[src/include/cmdseq_macros.svh]
/*
 * Sizing and bus address constants for the command sequencer.
 * Include this header in any file that needs channel count, queue depth,
 * field widths or programming bus addresses.
 */
`ifndef CMDSEQ_MACROS_SVH
`define CMDSEQ_MACROS_SVH

// channel layout
`define CMDSEQ_NCHAN        4         // sensor channels, one queue each
`define CMDSEQ_QDEPTH       4         // entries per channel queue, power of two

// field widths
`define CMDSEQ_WADDR_BITS   12        // downstream write address
`define CMDSEQ_FRAME_BITS   4         // frame counter and command tag

// programming bus map
`define CMDSEQ_CMD_BASE     16'h0700  // channel n commands at base + n
`define CMDSEQ_STATUS_CTRL  16'h0704  // status mode and sequence byte

// status packet
`define CMDSEQ_STATUS_ADDR  8'h38     // first byte sent with status_rq

`endif

[src/cmdseq_pkg.sv]
/*
 * Shared types of the command sequencer: queued writes, channel commands,
 * the merged output write and the status payload.
 * Compile before any module of the design or the testbench.
 */
`include "cmdseq_macros.svh"

package cmdseq_pkg;

    localparam int CHAN_BITS = $clog2(`CMDSEQ_NCHAN); // channel index width

    // one queued write, channel implied by the queue holding it
    typedef struct packed {
        logic [`CMDSEQ_WADDR_BITS-1:0] waddr;  // downstream register address
        logic [31:0]                   wdata;  // register data
        logic [`CMDSEQ_FRAME_BITS-1:0] frame;  // release when counter matches
    } seq_write_t;

    typedef struct packed {
        logic [CHAN_BITS-1:0] chan;  // target queue
        seq_write_t           cmd;
    } chan_cmd_t;

    typedef struct packed {
        logic [CHAN_BITS-1:0]          chan;   // source channel of the write
        logic [`CMDSEQ_WADDR_BITS-1:0] waddr;
        logic [31:0]                   wdata;
    } out_write_t;

    // 18-bit status payload, channel 3 frame number in the top nibble
    typedef struct packed {
        logic [`CMDSEQ_NCHAN-1:0][`CMDSEQ_FRAME_BITS-1:0] frame_num;
        logic                                             overflow;  // any queue dropped
        logic                                             rsvd;      // always zero
    } status_word_t;

endpackage

[src/cmd_deser.sv]
/*
 * Byte-serial programming bus receiver. Collects address low/high and the
 * payload bytes, then emits either a channel command or a status-control
 * byte as a single-cycle pulse one cycle after the last byte.
 */
`timescale 1ns/1ps
`include "cmdseq_macros.svh"

module cmd_deser (
    input  logic                  mclk,
    input  logic                  mrst,
    input  logic [7:0]            cmd_ad,     // address/data byte
    input  logic                  cmd_stb,    // with the first (address low) byte
    output logic                  cmd_valid,  // channel command pulse
    output cmdseq_pkg::chan_cmd_t cmd,
    output logic                  stat_we,    // status-control pulse
    output logic [7:0]            stat_wd
);
    import cmdseq_pkg::*;

    logic                 busy;       // inside a packet
    logic [2:0]           bcnt;       // index of the byte on cmd_ad
    logic [2:0]           last_idx;   // 7 for commands, 2 otherwise
    logic                 is_cmd_r;   // packet targets a channel queue
    logic                 is_stat_r;  // packet targets status control
    logic [7:0]           addr_lo;
    logic [CHAN_BITS-1:0] chan_r;
    logic [39:0]          sr;         // W0..D2, oldest byte lowest
    logic [15:0]          full_addr;
    logic                 hit_cmd;
    logic                 hit_stat;
    logic                 last_byte;

    assign full_addr = {cmd_ad, addr_lo};  // valid while bcnt == 1
    assign hit_cmd   = (full_addr >= `CMDSEQ_CMD_BASE) &&
                       (full_addr < (`CMDSEQ_CMD_BASE + 16'(`CMDSEQ_NCHAN)));
    assign hit_stat  = full_addr == `CMDSEQ_STATUS_CTRL;
    assign last_byte = busy && (bcnt != 3'd1) && (bcnt == last_idx);

    always_ff @(posedge mclk) begin
        if (mrst) begin
            busy      <= 1'b0;
            bcnt      <= 3'd0;
            last_idx  <= 3'd2;
            is_cmd_r  <= 1'b0;
            is_stat_r <= 1'b0;
            cmd_valid <= 1'b0;
            stat_we   <= 1'b0;
        end else begin
            cmd_valid <= last_byte && is_cmd_r;
            stat_we   <= last_byte && is_stat_r;
            if (cmd_stb) begin
                busy <= 1'b1;
                bcnt <= 3'd1;                        // address high comes next
            end else if (last_byte) begin
                busy <= 1'b0;
                bcnt <= 3'd0;
            end else if (busy) begin
                bcnt <= bcnt + 3'd1;
                if (bcnt == 3'd1) begin              // address complete, decode it
                    is_cmd_r  <= hit_cmd;
                    is_stat_r <= hit_stat;
                    last_idx  <= hit_cmd ? 3'd7 : 3'd2;  // unknown skips one byte
                end
            end
        end
    end

    always_ff @(posedge mclk) begin
        if (cmd_stb) addr_lo <= cmd_ad;
        if (busy && bcnt == 3'd1) chan_r <= CHAN_BITS'(full_addr - `CMDSEQ_CMD_BASE);
        if (busy && bcnt != 3'd1) sr <= {cmd_ad, sr[39:8]};
        if (last_byte) begin
            cmd.chan      <= chan_r;
            cmd.cmd.waddr <= sr[11:0];            // W1 low nibble over W0
            cmd.cmd.frame <= sr[15:12];           // W1 high nibble
            cmd.cmd.wdata <= {cmd_ad, sr[39:16]}; // D3 arrives last
            stat_wd       <= cmd_ad;              // only byte of status writes
        end
    end

    // a new packet may only start once the previous one is complete
    a_no_stb_in_packet: assert property (@(posedge mclk) disable iff (mrst)
        busy |-> !cmd_stb)
        else $error("cmd_stb inside a packet");

endmodule

[src/chan_cmd_queue.sv]
/*
 * Per-channel frame counter and command queue. Accepts commands addressed
 * to CHAN, holds the head until the frame counter reaches its tag and then
 * requests the mux. Commands for a full queue are dropped and flagged.
 */
`timescale 1ns/1ps
`include "cmdseq_macros.svh"

module chan_cmd_queue #(
    parameter int CHAN = 0  // channel index accepted by this queue
) (
    input  logic                          mclk,
    input  logic                          mrst,
    input  logic                          frame_sync,  // start of a sensor frame
    input  logic                          cmd_valid,
    input  cmdseq_pkg::chan_cmd_t         cmd,
    input  logic                          ackn,        // head taken by the mux
    output logic                          rd_req,      // head is due
    output cmdseq_pkg::seq_write_t        head,
    output logic [`CMDSEQ_FRAME_BITS-1:0] frame_num,
    output logic                          overflow     // sticky drop flag
);
    import cmdseq_pkg::*;

    localparam int PTR_BITS = $clog2(`CMDSEQ_QDEPTH);

    seq_write_t        mem [`CMDSEQ_QDEPTH];
    logic [PTR_BITS:0] wr_ptr;      // extra msb tells full from empty
    logic [PTR_BITS:0] rd_ptr;
    logic [PTR_BITS:0] rd_ptr_nxt;  // read pointer after this cycle's pop
    logic              match;
    logic              push;
    logic              empty;
    logic              full;
    logic              empty_nxt;

    assign match      = cmd_valid && (cmd.chan == CHAN_BITS'(CHAN));
    assign empty      = wr_ptr == rd_ptr;
    assign full       = (wr_ptr[PTR_BITS] != rd_ptr[PTR_BITS]) &&
                        (wr_ptr[PTR_BITS-1:0] == rd_ptr[PTR_BITS-1:0]);
    assign push       = match && !full;
    assign rd_ptr_nxt = rd_ptr + (PTR_BITS + 1)'(ackn);
    assign empty_nxt  = wr_ptr == rd_ptr_nxt;  // same-cycle push shows up next cycle
    assign head       = mem[rd_ptr[PTR_BITS-1:0]];

    always_ff @(posedge mclk) begin
        if (push) mem[wr_ptr[PTR_BITS-1:0]] <= cmd.cmd;
    end

    always_ff @(posedge mclk) begin
        if (mrst) begin
            wr_ptr    <= '0;
            rd_ptr    <= '0;
            frame_num <= '0;
            overflow  <= 1'b0;
            rd_req    <= 1'b0;
        end else begin
            if (frame_sync) frame_num <= frame_num + 1'b1;  // wraps with the tag
            if (push) wr_ptr <= wr_ptr + 1'b1;
            if (match && full) overflow <= 1'b1;             // command lost
            rd_ptr <= rd_ptr_nxt;
            // look past the pop so the next head is not requested with stale state
            rd_req <= !empty_nxt &&
                      (mem[rd_ptr_nxt[PTR_BITS-1:0]].frame == frame_num);
        end
    end

    // the mux acknowledges only a request it saw on the previous cycle
    a_ackn_after_req: assert property (@(posedge mclk) disable iff (mrst)
        ackn |-> $past(rd_req))
        else $error("channel %0d: ackn without request", CHAN);

    a_no_pop_empty: assert property (@(posedge mclk) disable iff (mrst)
        ackn |-> !empty)
        else $error("channel %0d: pop from empty queue", CHAN);

endmodule

[src/cmd_seq_mux.sv]
/*
 * Round-robin merge of the channel queues into one registered write port.
 * The search starts after the last channel served; a grant loads the head
 * into the output register and acknowledges the queue on the next cycle.
 */
`timescale 1ns/1ps
`include "cmdseq_macros.svh"

module cmd_seq_mux (
    input  logic                                          mclk,
    input  logic                                          mrst,
    input  logic                   [`CMDSEQ_NCHAN-1:0]    rd_req,
    input  cmdseq_pkg::seq_write_t [`CMDSEQ_NCHAN-1:0]    heads,
    input  logic                                          ackn_out,   // downstream took wr_out
    output logic                   [`CMDSEQ_NCHAN-1:0]    ackn,       // pop pulse per queue
    output logic                                          wr_en_out,  // output register full
    output cmdseq_pkg::out_write_t                        wr_out
);
    import cmdseq_pkg::*;

    localparam int NCH = `CMDSEQ_NCHAN;

    logic [NCH-1:0]       req;       // requests not already being popped
    logic [CHAN_BITS-1:0] last_r;    // last channel served
    logic [CHAN_BITS-1:0] sel;
    logic                 found;
    logic                 grant;
    seq_write_t           sel_head;

    assign req = rd_req & ~ackn;  // registered ackn lags the pop by a cycle

    always_comb begin
        logic [CHAN_BITS-1:0] idx;
        sel   = last_r;
        found = 1'b0;
        for (int i = 1; i <= NCH; i++) begin
            idx = last_r + CHAN_BITS'(i);  // wraps so the last served is checked last
            if (!found && req[idx]) begin
                sel   = idx;
                found = 1'b1;
            end
        end
    end

    assign grant    = found && (!wr_en_out || ackn_out);  // slot free or freeing now
    assign sel_head = heads[sel];

    always_ff @(posedge mclk) begin
        if (mrst) begin
            wr_en_out <= 1'b0;
            ackn      <= '0;
            last_r    <= CHAN_BITS'(NCH - 1);  // first search starts at channel 0
        end else begin
            ackn <= grant ? (NCH'(1) << sel) : '0;
            if (grant) begin
                wr_en_out <= 1'b1;
                last_r    <= sel;
            end else if (ackn_out) begin
                wr_en_out <= 1'b0;
            end
        end
    end

    always_ff @(posedge mclk) begin
        if (grant) begin
            wr_out.chan  <= sel;
            wr_out.waddr <= sel_head.waddr;
            wr_out.wdata <= sel_head.wdata;
        end
    end

    a_ackn_onehot: assert property (@(posedge mclk) disable iff (mrst)
        $onehot0(ackn))
        else $error("more than one queue acknowledged");

endmodule

[src/status_generate.sv]
/*
 * Status packet source. A control byte sets the mode (off, send once, send
 * on change) and a sequence number; the packet is the address byte held
 * with status_rq, then three payload bytes after status_start.
 */
`timescale 1ns/1ps
`include "cmdseq_macros.svh"

module status_generate (
    input  logic                       mclk,
    input  logic                       mrst,
    input  logic                       we,            // control byte strobe
    input  logic [7:0]                 wd,            // {seq[5:0], mode[1:0]}
    input  cmdseq_pkg::status_word_t   status,
    input  logic                       status_start,  // address byte accepted
    output logic [7:0]                 status_ad,
    output logic                       status_rq
);
    import cmdseq_pkg::*;

    logic [1:0]   mode;
    logic [5:0]   seq;        // echoed in the first payload byte
    logic         send_once;  // single-shot request pending
    logic [1:0]   bcnt;       // payload byte on status_ad, 0 when idle
    logic         changed;
    status_word_t last_sent;
    status_word_t snap;       // payload frozen at status_start

    assign changed = (mode == 2'd2) && (status != last_sent);

    always_ff @(posedge mclk) begin
        if (mrst) begin
            mode      <= 2'd0;
            seq       <= '0;
            send_once <= 1'b0;
            bcnt      <= 2'd0;
            status_rq <= 1'b0;
            last_sent <= '0;
        end else begin
            if (we) begin
                mode      <= wd[1:0];
                seq       <= wd[7:2];
                send_once <= wd[1:0] == 2'd1;
            end else if (status_start) begin
                send_once <= 1'b0;
            end
            if (status_start) begin
                status_rq <= 1'b0;
                bcnt      <= 2'd1;
                last_sent <= status;             // auto mode compares against this
            end else if (bcnt != 2'd0) begin
                bcnt <= bcnt + 2'd1;             // 3 wraps to idle
            end else if (!status_rq && (send_once || changed)) begin
                status_rq <= 1'b1;
            end
        end
    end

    always_ff @(posedge mclk) begin
        if (status_start) snap <= status;
    end

    always_comb begin
        case (bcnt)
            2'd1:    status_ad = {seq, snap[1:0]};
            2'd2:    status_ad = snap[9:2];
            2'd3:    status_ad = snap[17:10];
            default: status_ad = status_rq ? `CMDSEQ_STATUS_ADDR : 8'h00;
        endcase
    end

    // the receiver may only start a packet that was requested
    a_start_with_rq: assert property (@(posedge mclk) disable iff (mrst)
        status_start |-> status_rq)
        else $error("status_start without status_rq");

endmodule

[src/cmd_seq_top.sv]
/*
 * Command sequencer subsystem top: bus receiver, one frame-tagged queue
 * per sensor channel, the round-robin write mux and the status packet
 * source carrying frame numbers and the overflow flag.
 */
`timescale 1ns/1ps
`include "cmdseq_macros.svh"

module cmd_seq_top (
    input  logic                           mclk,
    input  logic                           mrst,
    input  logic [7:0]                     cmd_ad,
    input  logic                           cmd_stb,
    input  logic [`CMDSEQ_NCHAN-1:0]       frame_sync,    // one pulse per channel frame
    input  logic                           ackn_out,
    input  logic                           status_start,
    output logic                           wr_en_out,
    output cmdseq_pkg::out_write_t         wr_out,
    output logic [7:0]                     status_ad,
    output logic                           status_rq
);
    import cmdseq_pkg::*;

    logic                                              cmd_valid;
    chan_cmd_t                                         cmd;        // shared by all queues
    logic                                              stat_we;
    logic [7:0]                                        stat_wd;
    logic [`CMDSEQ_NCHAN-1:0]                          rd_req;
    logic [`CMDSEQ_NCHAN-1:0]                          ackn;
    logic [`CMDSEQ_NCHAN-1:0]                          overflow;
    seq_write_t [`CMDSEQ_NCHAN-1:0]                    heads;
    logic [`CMDSEQ_NCHAN-1:0][`CMDSEQ_FRAME_BITS-1:0]  frame_num;
    status_word_t                                      status;

    cmd_deser cmd_deser_i (
        .mclk      (mclk),
        .mrst      (mrst),
        .cmd_ad    (cmd_ad),
        .cmd_stb   (cmd_stb),
        .cmd_valid (cmd_valid),
        .cmd       (cmd),
        .stat_we   (stat_we),
        .stat_wd   (stat_wd)
    );

    for (genvar i = 0; i < `CMDSEQ_NCHAN; i++) begin : gen_chan
        chan_cmd_queue #(
            .CHAN (i)
        ) chan_cmd_queue_i (
            .mclk       (mclk),
            .mrst       (mrst),
            .frame_sync (frame_sync[i]),
            .cmd_valid  (cmd_valid),
            .cmd        (cmd),
            .ackn       (ackn[i]),
            .rd_req     (rd_req[i]),
            .head       (heads[i]),
            .frame_num  (frame_num[i]),
            .overflow   (overflow[i])
        );
    end

    cmd_seq_mux cmd_seq_mux_i (
        .mclk      (mclk),
        .mrst      (mrst),
        .rd_req    (rd_req),
        .heads     (heads),
        .ackn_out  (ackn_out),
        .ackn      (ackn),
        .wr_en_out (wr_en_out),
        .wr_out    (wr_out)
    );

    assign status = '{frame_num: frame_num, overflow: |overflow, rsvd: 1'b0};

    status_generate status_generate_i (
        .mclk         (mclk),
        .mrst         (mrst),
        .we           (stat_we),
        .wd           (stat_wd),
        .status       (status),
        .status_start (status_start),
        .status_ad    (status_ad),
        .status_rq    (status_rq)
    );

endmodule

[config.mk]
export PLATFORM = sky130hd
export DESIGN_NAME = cmd_seq_top
export DESIGN_NICKNAME = d
export VERILOG_FILES = /design/src/cmdseq_pkg.sv /design/src/cmd_deser.sv /design/src/chan_cmd_queue.sv /design/src/cmd_seq_mux.sv /design/src/status_generate.sv /design/src/cmd_seq_top.sv
export VERILOG_INCLUDE_DIRS = /design/src /design/src/include
export SDC_FILE = /design/constraint.sdc
export NUM_CORES = 1
export LEC_CHECK = 0
export CORE_UTILIZATION = 55
export CTS_CLUSTER_DIAMETER = 100
export CTS_CLUSTER_SIZE = 25
export DETAILED_ROUTE_END_ITERATION = 10
export DONT_BUFFER_PORTS = 1
export PLACE_DENSITY = 0.7
export SETUP_SLACK_MARGIN = 0.5
export SYNTH_ARGS = -nofsm -noshare
export SYNTH_HDL_FRONTEND = slang
export SYNTH_SLANG_ARGS = --single-unit
[constraint.sdc]
create_clock -name mclk -period 4.2 [get_ports mclk]
set_clock_uncertainty 0.15 [all_clocks]
set_input_delay 0.84 -clock mclk [delete_from_list [all_inputs] [get_ports mclk]]
set_output_delay 0.84 -clock mclk [all_outputs]
set_load 0.01 [all_outputs]
-- Word level (Yosys, flattened, before mapping)
Memories as Yosys holds them, arrays and structs flattened. A register that Yosys moved wholly into a read port is not among the register bits.
Cells that the tools add are included.
- flip-flop bits (word level): 266
- RAM bits: 768
- input bits: 17
- memories kept: 4
- $add $sub $neg: 18
- magnitude comparators: 7
- eq/ne operators: 29
- shift operators: 1
- muxes and demuxes: 44
- bitwise operators: 6
- reduce and logical (&&, ||, !) cells: 60
- memory list (name ; words ; bits a word ; rd ports ; clocked after memory_dff ; write ports ; line ; text):
    gen_chan[0].chan_cmd_queue_i.mem ; 4 ; 48 ; 2 ; 1 ; 1 ; chan_cmd_queue.sv:27 ; seq_write_t mem [`CMDSEQ_QDEPTH];
    gen_chan[1].chan_cmd_queue_i.mem ; 4 ; 48 ; 2 ; 1 ; 1 ; chan_cmd_queue.sv:27 ;
    gen_chan[2].chan_cmd_queue_i.mem ; 4 ; 48 ; 2 ; 1 ; 1 ; chan_cmd_queue.sv:27 ;
    gen_chan[3].chan_cmd_queue_i.mem ; 4 ; 48 ; 2 ; 1 ; 1 ; chan_cmd_queue.sv:27 ;
- operators by type and width (kind ; count):
    $bmux 48 s2 ; 1
    $mux 48 ; 1
    $logic_and 1x1->1 ; 32
    $mux 1 ; 27
    $pmux 8 s3 ; 1
    $ne 17x17->1 ; 1
    $add 4x1->4 const B ; 4
    $eq 16x11->1 const B ; 1
    $eq 4x4->1 ; 4
    $ge 16x11->1 const B ; 1
    $lt 16x11->1 const B ; 1
    $mux 2 ; 8
    $add 3x1->3 const B ; 5
    $eq 3x3->1 ; 5
    $lt 2x3->1 const B ; 5
    $logic_not 1->1 ; 13
    $add 3x1->3 ; 4
    $eq 2x2->1 const B ; 5
    $reduce_bool 2->1 ; 5
    $bmux 1 s2 ; 4
    $eq 2x2->1 ; 4
    $eq 2x1->1 const B ; 3
    $mux 6 ; 1
    $add 2x1->2 const B ; 2
    other kinds (18) ; 27

-- Depth between registers and ports, before layout
Gate-level depths: netlist of run 1.
- depth after elaboration: 17
- mapped depth: 8

-- By module
A second synthesis of run 1 with hierarchy kept.
- cells, all modules: 2116
- area, all modules: 40508.9 um2
- by module, submodules not included (module ; instances ; cells each ; area an instance (um2) ; seq. area each (um2)):
    chan_cmd_queue at gen_chan[1].chan_cmd_queue_i ... ; 2 ; 321 ; 7656.1 ; 6005.8
    chan_cmd_queue at gen_chan[3].chan_cmd_queue_i ; 1 ; 321 ; 7658.6 ; 6005.8
    chan_cmd_queue at gen_chan[0].chan_cmd_queue_i ; 1 ; 321 ; 7654.8 ; 6005.8
    cmd_seq_mux ; 1 ; 503 ; 4364.2 ; 1521.5
    cmd_deser ; 1 ; 154 ; 3492.1 ; 3163.0
    status_generate ; 1 ; 173 ; 2015.7 ; 1141.1
    cmd_seq_top ; 1 ; 2 ; 11.3 ; 0.0

-- Worst setup path after synthesis of run 1
Ideal clock, no wire load.
- kind: reg2reg
- start: register cmd_deser_i.bcnt[1]
- end: register cmd_deser_i.is_stat_r
- arrival: 3035 ps
- required time: 3922 ps
- setup slack: 888 ps
- stages on the path, launching flop included: 8
- period minus slack after synthesis: 3312 ps
- cells stage by stage: dfxtp_1 > inv_1 > ha_1 > or4_4 > a211oi_4 > nor3b_1 > mux2i_1 > nor2_1
- longest elaborated chain between the ends: 5
- elaborated cells between the ends (all ways): 7
- classes of those cells: eq/ne (3); bitwise (1); reduce/logical (3)
- ends and longest elaborated chain (element ; line ; text):
    start: declaration ; cmd_deser.sv:22 ; logic [2:0] bcnt;
    start signal: assignment ; cmd_deser.sv:59 ; bcnt <= bcnt + 3'd1;
    $ne 3x1->1 ; cmd_deser.sv:38 ; assign last_byte = busy && (bcnt != 3'd1) && (bcnt == last_idx);
    $logic_and 1x1->1 ; cmd_deser.sv:38 ;
    $logic_and 1x1->1 * ; cmd_deser.sv:38 ;
    net cmd_deser_i.last_byte ; cmd_deser.sv:32 ; logic last_byte;
    $not 1->1 (no line) * ; -- ;
    $reduce_and 4->1 (no line) * ; -- ;
    end signal: assignment ; cmd_deser.sv:62 ; is_stat_r <= hit_stat;
    end: declaration ; cmd_deser.sv:25 ; logic is_stat_r;
The timed path passes the listed nets; every way through them passes the cells marked *.
A chain may end at the register's enable or synchronous reset.

-- Worst setup path after layout of run 1
- start: register status_generate_i.bcnt[0]
- end: output status_ad[4]
- longest elaborated chain between the ends: 2
- elaborated cells between the ends (all ways): 4
- classes of those cells: eq/ne (3); mux (1)
- ends and longest elaborated chain (element ; line ; text):
    start: declaration ; status_generate.sv:24 ; logic [1:0] bcnt;
    start signal: assignment ; status_generate.sv:52 ; bcnt <= bcnt + 2'd1;
    $eq 2x2->1 or $eq 2x1->1 (tied branches) ; status_generate.sv:64 ; case (bcnt)
    $pmux 8 s3 * ; status_generate.sv:64 ;
    end: declaration ; cmd_seq_top.sv:19 ; output logic [7:0] status_ad,
Mark *: on every way between the ends. The rest lies on a longest branch, timed or not.

==> reports/metrics.csv, run 1 <==
stage,metric,value,unit
status,run_status,"complete, no violations",
power_and_ir_drop,clock_power_share,30.9,%
global_routing,grt_pass1_vias,18900,
global_routing,antenna_found_initial,0,
floorplan,die_y,268,um
critical_path,required,3.21,ns
sta,finalSetupTns,0,ns
sta,finalCriticalPeriod,2.98,ns
place,dpl_cell_area,40300,um2
route,via_count,18800,
yosys,synth-xor-area-share,1.86,%
critical_path,path_delay_family,flip-flops,
yosys,ys_seq_area_share,76.3,%
power_and_ir_drop,netSwitchingFraction,18.8,%
critical_path,critPathMaxStageDelay,0.41,ns
global_routing,use_met1,33.1,%
sta,drv_slew,0,
global_routing,overflow,0,
sta,relSlewSlack,35.6,%
clocking,cts_tree,built,
final_layout,ff_latch_area,29800,um2
final_layout,multiInputGateArea,8650,um2
sta,worst_pin_slew,0.966,ns
global_routing,globalRouteMet3Util,4.16,%
critical_path,cp-end-kind,output pin,
route,drtPass1Iterations,5,
global_routing,grt_max_degree,93,
place,dpl.cell_count,2807,
floorplan,rows,97,
power_and_ir_drop,intPower,13.2,mW
job,maxCapViolCount,0,
sta,fmaxAchievable,336,MHz
critical_path,path_cells,inv_1 -> ha_1 -> nor2b_1 -> a21oi_1,
clocking,htree_levels,2,
route,wl,85600,um
route,via_per_inst,6.56,
yosys,avgSynthCellArea,20.0,um2
yosys,syn_area,39100,um2
final_layout,drive_gt1_share,17.5,%
final_layout,antennaDiodeCount,0,
yosys,syn_inst,1951,
global_routing,busiest_layer,met2,
sta,setup_viol,0,
yosys,yosysUniqueCellTypes,58,
final_layout,nNetsFinal,1966,
critical_path,crit_fanout,13,
yosys,synthAdderAreaFrac,1.09,%
place,place_ws,1.31,ns
critical_path,worst_setup_path_start_kind,register,
yosys,async_flop_share,0,%
floorplan,fp.coreArea,70100,um2
place,io_buffers,0,
place,gp_congestion,0.773,
final_layout,fin_util,59.2,%
global_routing,met2_usage,40.9,%
floorplan,chipWidth,268,um
floorplan,initial_utilization,55.7,%
sta,timing.final.crit_share,70.8,%
route,final_antenna_net_count,0,
clocking,cts_buffers,46,
sta,fin_ws,1.22,ns
clocking,cts_resized,0,
place,hpwl,46600,um
sta,rsz0062_at_grt,no,
power_and_ir_drop,p_switching,3.05,mW
power_and_ir_drop,pwr-share-comb,0.7,%
power_and_ir_drop,pwr-share-seq,68.4,%
global_routing,grt_usage,24.3,%
final_layout,syn2layout_area_growth,6.41,%
yosys,syn_nets,2002,
yosys,ys.flop_type,edfxtp_1,
yosys,synth_edf_count,931,
yosys,yosys_warnings,0,
clocking,clk_pin_slew_worst_paths,0.10,ns
power_and_ir_drop,power,16.2,mW
critical_path,arrival,1.99,ns
clocking,clkLatencyLatePin,0.62,ns
final_layout,fin_cells,2873,
hold_path,hold_class,in -> reg,
final_layout,fill_cells,5109,
route,drc,0,
route,route.detailed.wl_per_inst,29.8,um
power_and_ir_drop,power_density,390,nW/um2
clocking,root_buffer,clkbuf_16,
yosys,synth_compound_area_share,2.70,%
final_layout,fin_area,41600,um2
power_and_ir_drop,p_leak,12.5,nW
floorplan,io_pins,73,
yosys,synth-simple-area-share,4.39,%
critical_path,path_class,reg -> out,
critical_path,critical_path_buf_inv_count,1,
sta,hold_violations,0,
clocking,cts_buffer_depth,3,
yosys,synth_top_family_by_area,multiplexers,
yosys,synthMuxAreaShare,12.0,%
clocking,post_cts_buffers,0,
yosys,synth-seq-cells,1023,
critical_path,crit_slowest_cell,dfxtp_1,
floorplan,dieArea,72100,um2
power_and_ir_drop,vdd_ir_drop_max,337,uV
clocking,cts_hold_buf,0,
sta,fin_hold_ws,0.135,ns
route,drt_iter0_drc,2172,
clocking,clock-sinks,1023,
global_routing,grt_pass1_wl,126000,um
==> cell families (layout without fill, tap and decap cells) <==
| kind of cell | after synthesis | after routing |
|---|---|---|
| flip-flops | 1023 | 1023 |
| AND/OR/NAND/NOR | 303 | 303 |
| multiplexers | 225 | 225 |
| buffers and inverters | 149 | 131 |
| AO/OA/AOI/OAI | 134 | 134 |
| XOR/XNOR | 83 | 83 |
| adder cells (fa/ha/maj) | 34 | 34 |
==> layout by cell type, fill, tap and decap left out, types with 3 or more instances in the layout <==
| master | n |
|---|---|
| dfxtp_2 | 4 |
| o211ai_1 | 79 |
| nand2b_1 | 3 |
| dfxtp_4 | 4 |
| mux4_2 | 192 |
| xor2_1 | 36 |
| nor4b_1 | 4 |
| ha_1 | 34 |
| a21oi_1 | 18 |
| nor3_1 | 10 |
| o211ai_2 | 10 |
| nand4_1 | 142 |
| nand3_1 | 3 |
| nor2b_1 | 11 |
| inv_2 | 3 |
| clkbuf_1 | 17 |
| inv_1 | 19 |
| xnor2_1 | 47 |
| nor3b_1 | 3 |
| edfxtp_1 | 931 |
| a22oi_1 | 4 |
| clkbuf_16 | 47 |
| a222oi_1 | 4 |
| and2_2 | 16 |
| buf_4 | 22 |
| mux2i_1 | 31 |
| dfxtp_1 | 84 |
| nor4_1 | 9 |
| nor2_1 | 79 |
| nand2_1 | 7 |
| nor4_2 | 3 |
| buf_12 | 20 |
==> Yosys cell counts, drive strengths merged (8+ instances only) <==
cell	count	area share, %
nor2	80	0.78
and2	17	0.27
buf	60	0.84
mux4	192	11
nand2	8	0.077
xnor2	47	1.1
mux2i	32	0.85
a21oi	19	0.24
nor4	12	0.24
dfxtp	92	4.7
nand4	142	2.3
edfxtp	931	72
o211ai	89	1.8
nor3	10	0.13
ha	34	1.1
xor2	36	0.81
inv	23	0.22
clkbuf	66	0.64
nor2b	11	0.18
==> registers in the layout, summed over array words and instances, names as in the netlist, 3 cells and up <==
register and flops:
cmd_deser_i.addr_lo 8, cmd_deser_i.bcnt 3, cmd_deser_i.cmd 42, cmd_deser_i.sr 40, cmd_deser_i.stat_wd 8, cmd_seq_mux_i.ackn 4, cmd_seq_mux_i.wr_out 46, gen_chan.chan_cmd_queue_i.frame_num 16
gen_chan.chan_cmd_queue_i.mem 768, gen_chan.chan_cmd_queue_i.overflow 4, gen_chan.chan_cmd_queue_i.rd_ptr 12, gen_chan.chan_cmd_queue_i.rd_req 4, gen_chan.chan_cmd_queue_i.wr_ptr 12, status_generate_i.last_sent 17, status_generate_i.seq 6, status_generate_i.snap 17
==> cell type report <==
class,count,area share (%)
Sequential cell,1023,71.8
Multi-Input combinational cell,779,20.8
Tap cell,940,2.83
Clock buffer,65,3.02
Clock inverter,1,0.0211
Timing Repair Buffer,42,1.36
Inverter,23,0.211
==> power groups by stage <==
stage	Sequential (mW)	Combinational, mW	Clock, mW
floorplan	11.3	0.114	0
CTS	11.1	0.117	5.12
finish	11.1	0.116	5.01
global route	11.1	0.128	5.40
detailed placement	11.3	0.116	0
global placement	11.3	0.111	0
==> routing by layer <==
metal  wire length, um  vias up
met1             33800    10000
met2             42900      806
met5                 0        -
met4              2090        0
li1                  -     7878
met3              6820      129
==> worst paths after layout <==
path / startpoint / end / slack, ns / cells past startpoint
hold / removal: mrst / cmd_deser_i.busy$_SDFFE_PP0P_ / 0.14 / 1
setup / recovery: status_generate_i.bcnt[0]$_SDFFE_PP0P_ / status_ad[4] / 1.22 / 4
hold reg to reg: cmd_deser_i.sr[0]$_DFFE_PP_ / cmd_deser_i.cmd[36]$_DFFE_PP_ / 0.28 / 0
setup reg to reg: gen_chan[3].chan_cmd_queue_i.rd_ptr[0]$_SDFF_PP0_ / gen_chan[3].chan_cmd_queue_i.mem[2][39]$_DFFE_PP_ / 1.31 / 4
No activity file was read; power rests on OpenSTA's default activity.
==> inputs of run 2 (changes only) <==
clock period = 2.8 ns   (was 4.2 ns; I/O delays follow)
==> reports/metrics.csv, run 2 (synthesis results as in run 1) <==
stage,metric,value,unit
job,maxCapViolCount,0,
route,route.detailed.wl_per_inst,30.7,um
critical_path,critPathMaxStageDelay,0.41,ns
place,io_buffers,0,
critical_path,critical_path_buf_inv_count,1,
floorplan,dieArea,72100,um2
power_and_ir_drop,intPower,19.8,mW
clocking,root_buffer,clkbuf_16,
final_layout,largest_reg_flops,768,
power_and_ir_drop,p_leak,13.0,nW
final_layout,fill_cells,4888,
power_and_ir_drop,pwr-share-comb,1.2,%
final_layout,nNetsFinal,2047,
floorplan,fp.coreArea,70100,um2
final_layout,fin_cells,2955,
floorplan,rows,97,
final_layout,antennaDiodeCount,0,
sta,finalCriticalPeriod,2.49,ns
sta,setup_viol,0,
critical_path,path_cells,inv_4 -> ha_4 -> a222oi_1 -> nor2_1,
critical_path,worst_setup_path_start_kind,register,
critical_path,arrival,1.78,ns
hold_path,hold_depth,3,
floorplan,chipWidth,268,um
hold_path,min_from,frame_sync[2],
place,hpwl,50800,um
power_and_ir_drop,vdd_ir_drop_max,425,uV
sta,fmaxAchievable,401,MHz
global_routing,grt_pass1_vias,19600,
sta,fin_hold_ws,0.0298,ns
final_layout,syn2layout_area_growth,9.87,%
critical_path,crit_fanout,7,
global_routing,grt_max_degree,93,
sta,timing.final.crit_share,89.0,%
place,gp_congestion,0.784,
power_and_ir_drop,power_density,571,nW/um2
power_and_ir_drop,clock_power_share,30.9,%
power_and_ir_drop,netSwitchingFraction,19.2,%
clocking,cts_buffers,46,
critical_path,path_class,reg -> out,
power_and_ir_drop,p_switching,4.70,mW
route,drc,0,
sta,drv_slew,0,
critical_path,rrSetupSlack,0.52,ns
floorplan,initial_utilization,55.7,%
floorplan,io_pins,73,
sta,hold_violations,0,
hold_path,hold_class,in -> reg,
clocking,clkLatencyLatePin,0.64,ns
route,drtPass1Iterations,7,
global_routing,antenna_found_initial,0,
clocking,htree_levels,2,
critical_path,crit_slowest_cell,dfxtp_4,
critical_path,path_delay_family,flip-flops,
route,via_count,19400,
power_and_ir_drop,pwr-share-seq,67.9,%
floorplan,die_y,268,um
route,wl,90700,um
clocking,cts_tree,built,
route,final_antenna_net_count,0,
route,drt_iter0_drc,2387,
status,run_status,"complete, no violations",
route,via_per_inst,6.58,
sta,relSlewSlack,46.7,%
sta,worst_pin_slew,0.800,ns
critical_path,r2r-start,cmd_seq_mux_i.ackn[2]$_SDFF_PP0_,
critical_path,cp-end-kind,output pin,
clocking,cts_buffer_depth,3,
critical_path,rr_worst_depth,8,
place,dpl.cell_count,2841,
clocking,clock-sinks,1023,
global_routing,grt_usage,25.0,%
hold_path,min_to,gen_chan[2].chan_cmd_queue_i.frame_num[2]$_SDFFE_PP0P_,
global_routing,overflow,0,
final_layout,final_common_cell,edfxtp_1,
sta,rsz0062_at_grt,yes,
final_layout,drive_gt1_share,21.7,%
critical_path,required,2.09,ns
final_layout,mostFrequentLayoutCells,"931 x edfxtp_1, 192 x mux4_2, 142 x nand4_1",
clocking,clk_pin_slew_worst_paths,0.10,ns
critical_path,critical_path_depth,4,
global_routing,grt_pass1_wl,129000,um
critical_path,r2r-end,cmd_seq_mux_i.wr_out[42]$_DFFE_PP_,
[run 2: power groups by stage]
| stage | Combinational, mW | Clock (mW) | Sequential [mW] |
|---|---|---|---|
| 3_5_place_dp | 0.175 | 0 | 17.0 |
| 2_1_floorplan | 0.173 | 0 | 16.9 |
| 5_1_grt | 0.310 | 8.18 | 16.6 |
| 3_3_place_gp | 0.168 | 0 | 17.0 |
| 6_report | 0.283 | 7.57 | 16.6 |
| 4_1_cts | 0.274 | 7.70 | 16.6 |
[run 2: how the worst max path moves through the flow]
| stage | startpoint | end |
|---|---|---|
| 2_1_floorplan | cmd_deser_i.bcnt[1]$_SDFFE_PP0P_ | cmd_deser_i.is_stat_r$_SDFFE_PP0P_ |
| 5_1_grt | status_generate_i.bcnt[1]$_SDFFE_PP0N_ | status_ad[7] |
| 3_5_place_dp | cmd_seq_mux_i.last_r[0]$_SDFFE_PP1P_ | cmd_seq_mux_i.wr_out[39]$_DFFE_PP_ |
| 3_3_place_gp | gen_chan[2].chan_cmd_queue_i.wr_ptr[0]$_SDFFE_PP0P_ | gen_chan[2].chan_cmd_queue_i.mem[1][22]$_DFFE_PP_ |
| 4_1_cts | status_generate_i.bcnt[0]$_SDFFE_PP0P_ | status_ad[6] |
| 6_report | status_generate_i.bcnt[1]$_SDFFE_PP0N_ | status_ad[7] |
[run 2: per-stage QoR]
stage	power [mW]	utilization [%]	area (um2)	setup TNS, ns	setup slack (ns)
finish	24.5	61.2	42900	0	0.309
floorplan	17.1	-	39100	-27.03	-0.442
global placement	17.1	58.1	40800	0	0.480
global route	25.1	61.2	42900	0	0.251
detailed placement	17.2	58.1	40800	0	0.381
CTS	24.6	60.5	42500	0	0.249
[run 2: timing repair]
action / CTS / global route
hold buffers: 16 / 0
endpoints found under the setup margin: 432 / 452
endpoints found under the hold margin: 141 / 0
buffers inserted: 8 / 14
cloned: 1 / 8
pin swaps: 14 / 13
resized for setup: 35 / 36
[run 2: area by class of cell]
cell class | instances | area, um2 | area share, %
tap | 940 | 1180 | 2.74
clock buffer | 66 | 1260 | 2.93
sequential | 1023 | 29800 | 69.5
timing repair inverter | 1 | 5.00 | 0.0117
timing repair buffer | 121 | 1660 | 3.86
inverter | 23 | 103 | 0.239
multi-input combinational | 780 | 8870 | 20.7
clock inverter | 1 | 8.76 | 0.0204
[run 2: routing by layer]
metal	routed length [um]	global-route usage (%)	up-vias
met5	0	0	-
met4	2350	6.96	0
met3	8610	4.19	142
met2	44700	41.4	954
met1	35000	34.6	10300
li1	-	-	8046
[run 2: worst min-delay path, cell delays in order]
cell	delay [ns]
nand2_1	0.05
xor2_1	0.06
nor2_1	0.09
==> inputs of run 3 (changes only) <==
CELL_PAD_IN_SITES_DETAIL_PLACEMENT = 0   (was default)
CELL_PAD_IN_SITES_GLOBAL_PLACEMENT = 2   (was default)
CORE_UTILIZATION = 50   (was 55)
PLACE_DENSITY = default   (was 0.7)
PLACE_DENSITY_LB_ADDON = 0.1   (was default)
==> reports/metrics.csv, run 3 (synthesis results as in run 1) <==
stage,metric,value,unit
place,dpl.cell_count,2947,
status,run_status,"complete, no violations",
sta,fin_hold_ws,0.0408,ns
power_and_ir_drop,vdd_ir_drop_max,451,uV
global_routing,grt_pass1_wl,136000,um
global_routing,grt_pass1_vias,19500,
clocking,root_buffer,clkbuf_16,
floorplan,io_pins,73,
critical_path,r2r-start,cmd_seq_mux_i.ackn[2]$_SDFF_PP0_,
critical_path,required,2.09,ns
final_layout,syn2layout_area_growth,10.7,%
final_layout,largest_reg_flops,768,
global_routing,grt_usage,24.0,%
hold_path,min_to,gen_chan[3].chan_cmd_queue_i.frame_num[3]$_SDFFE_PP0P_,
sta,timing.final.crit_share,91.7,%
place,io_buffers,0,
power_and_ir_drop,pwr-share-seq,66.6,%
clocking,cts_buffer_depth,3,
clocking,cts_tree,built,
route,final_antenna_net_count,0,
sta,rsz0062_at_grt,yes,
hold_path,min_from,frame_sync[3],
hold_path,hold_class,in -> reg,
final_layout,nNetsFinal,2067,
sta,fmaxAchievable,389,MHz
global_routing,overflow,0,
floorplan,fp.coreArea,77300,um2
route,route.detailed.wl_per_inst,30.3,um
power_and_ir_drop,pwr-share-comb,1.4,%
critical_path,path_class,reg -> out,
floorplan,chipWidth,281,um
place,hpwl,51400,um
sta,relSlewSlack,52.0,%
clocking,clk_pin_slew_worst_paths,0.09,ns
clocking,htree_levels,2,
sta,finalSetupTns,0,ns
power_and_ir_drop,intPower,20.0,mW
floorplan,die_y,281,um
sta,drv_slew,0,
power_and_ir_drop,netSwitchingFraction,19.7,%
route,via_per_inst,6.20,
sta,finalCriticalPeriod,2.57,ns
critical_path,rr_worst_depth,7,
final_layout,final_common_cell,edfxtp_1,
critical_path,crit_fanout,5,
final_layout,fin_area,43200,um2
global_routing,grt_max_degree,93,
power_and_ir_drop,p_leak,13.2,nW
final_layout,antennaDiodeCount,0,
power_and_ir_drop,power,25.0,mW
final_layout,drive_gt1_share,22.0,%
critical_path,rrSetupSlack,0.53,ns
place,gp_congestion,0.778,
clocking,clock-sinks,1023,
critical_path,cp-end-kind,output pin,
job,maxCapViolCount,0,
critical_path,r2r-end,cmd_seq_mux_i.wr_out[4]$_DFFE_PP_,
floorplan,rows,102,
final_layout,mostFrequentLayoutCells,"931 x edfxtp_1, 192 x mux4_2, 142 x nand4_1",
sta,setup_viol,0,
critical_path,worst_setup_path_start_kind,register,
route,via_count,19200,
clocking,cts_buffers,47,
final_layout,fill_cells,5880,
global_routing,antenna_found_initial,0,
critical_path,startpoint,status_generate_i.bcnt[0]$_SDFFE_PP0P_,
sta,worst_pin_slew,0.720,ns
sta,fin_ws,0.233,ns
route,wl,93900,um
power_and_ir_drop,power_density,578,nW/um2
route,drt_iter0_drc,1711,
clocking,clkLatencyLatePin,0.64,ns
place,place_ws,0.424,ns
floorplan,initial_utilization,50.5,%
sta,hold_violations,0,
route,drtPass1Iterations,5,
power_and_ir_drop,clock_power_share,32.1,%
power_and_ir_drop,p_switching,4.92,mW
place,dpl_cell_area,41000,um2
floorplan,dieArea,79200,um2
final_layout,fin_util,55.9,%
critical_path,arrival,1.86,ns
hold_path,hold_depth,3,
route,drc,0,
final_layout,fin_cells,3095,
## run 3: what timing repair did
| action | CTS | global route |
|---|---|---|
| gates cloned | 1 | 3 |
| pin swaps | 13 | 17 |
| hold buffers | 16 | 0 |
| gates resized for setup | 36 | 18 |
| setup endpoints to repair | 224 | 302 |
| setup buffers | 14 | 26 |
| endpoints found under the hold margin | 141 | 0 |
## run 3: worst max-delay path by stage
| stage | endpoint | slack (ns) | cells past startpoint |
|---|---|---|---|
| after floorplan | cmd_deser_i.is_stat_r$_SDFFE_PP0P_ | -0.44 | 7 |
| after global placement | cmd_seq_mux_i.ackn[1]$_SDFF_PP0_ | 0.44 | 6 |
| after detailed placement | cmd_seq_mux_i.ackn[1]$_SDFF_PP0_ | 0.42 | 6 |
| after CTS | status_ad[1] | 0.20 | 4 |
| after global routing | status_ad[2] | 0.19 | 4 |
| final | status_ad[1] | 0.23 | 4 |
## run 3: worst max-delay path: stages, from the launching register on
cell and delay (ns):
dfxtp_4 0.42, inv_4 0.05, ha_4 0.17, a222oi_1 0.41, nor2_1 0.19
## run 3: layer usage
layer | up-vias | GRT usage, % | part of all wire [%]
li1 | 8101 | - | -
met1 | 10400 | 34.7 | 44
met2 | 582 | 39.6 | 49
met3 | 103 | 2.59 | 5.1
met4 | 0 | 5.39 | 2.2
met5 | - | 0 | 0
## run 3: power by group through the flow
stage               Sequential [mW]  Combinational, mW  Clock (mW)
finish                         16.6              0.338        8.01
global route                   16.6              0.367        8.69
CTS                            16.6              0.335        8.21
detailed placement             17.0              0.225           0
global placement               17.0              0.222           0
floorplan                      16.9              0.173           0
## run 3: layout make-up
cell class / instances / area, um2 / share of cell area, %
Sequential cell: 1023 / 29800 / 69.0
Multi-Input combinational cell: 780 / 8840 / 20.4
Timing Repair Buffer: 141 / 1720 / 3.99
Clock buffer: 85 / 1360 / 3.15
Tap cell: 1040 / 1300 / 3.01
Inverter: 23 / 100 / 0.232
Clock inverter: 3 / 58.8 / 0.136
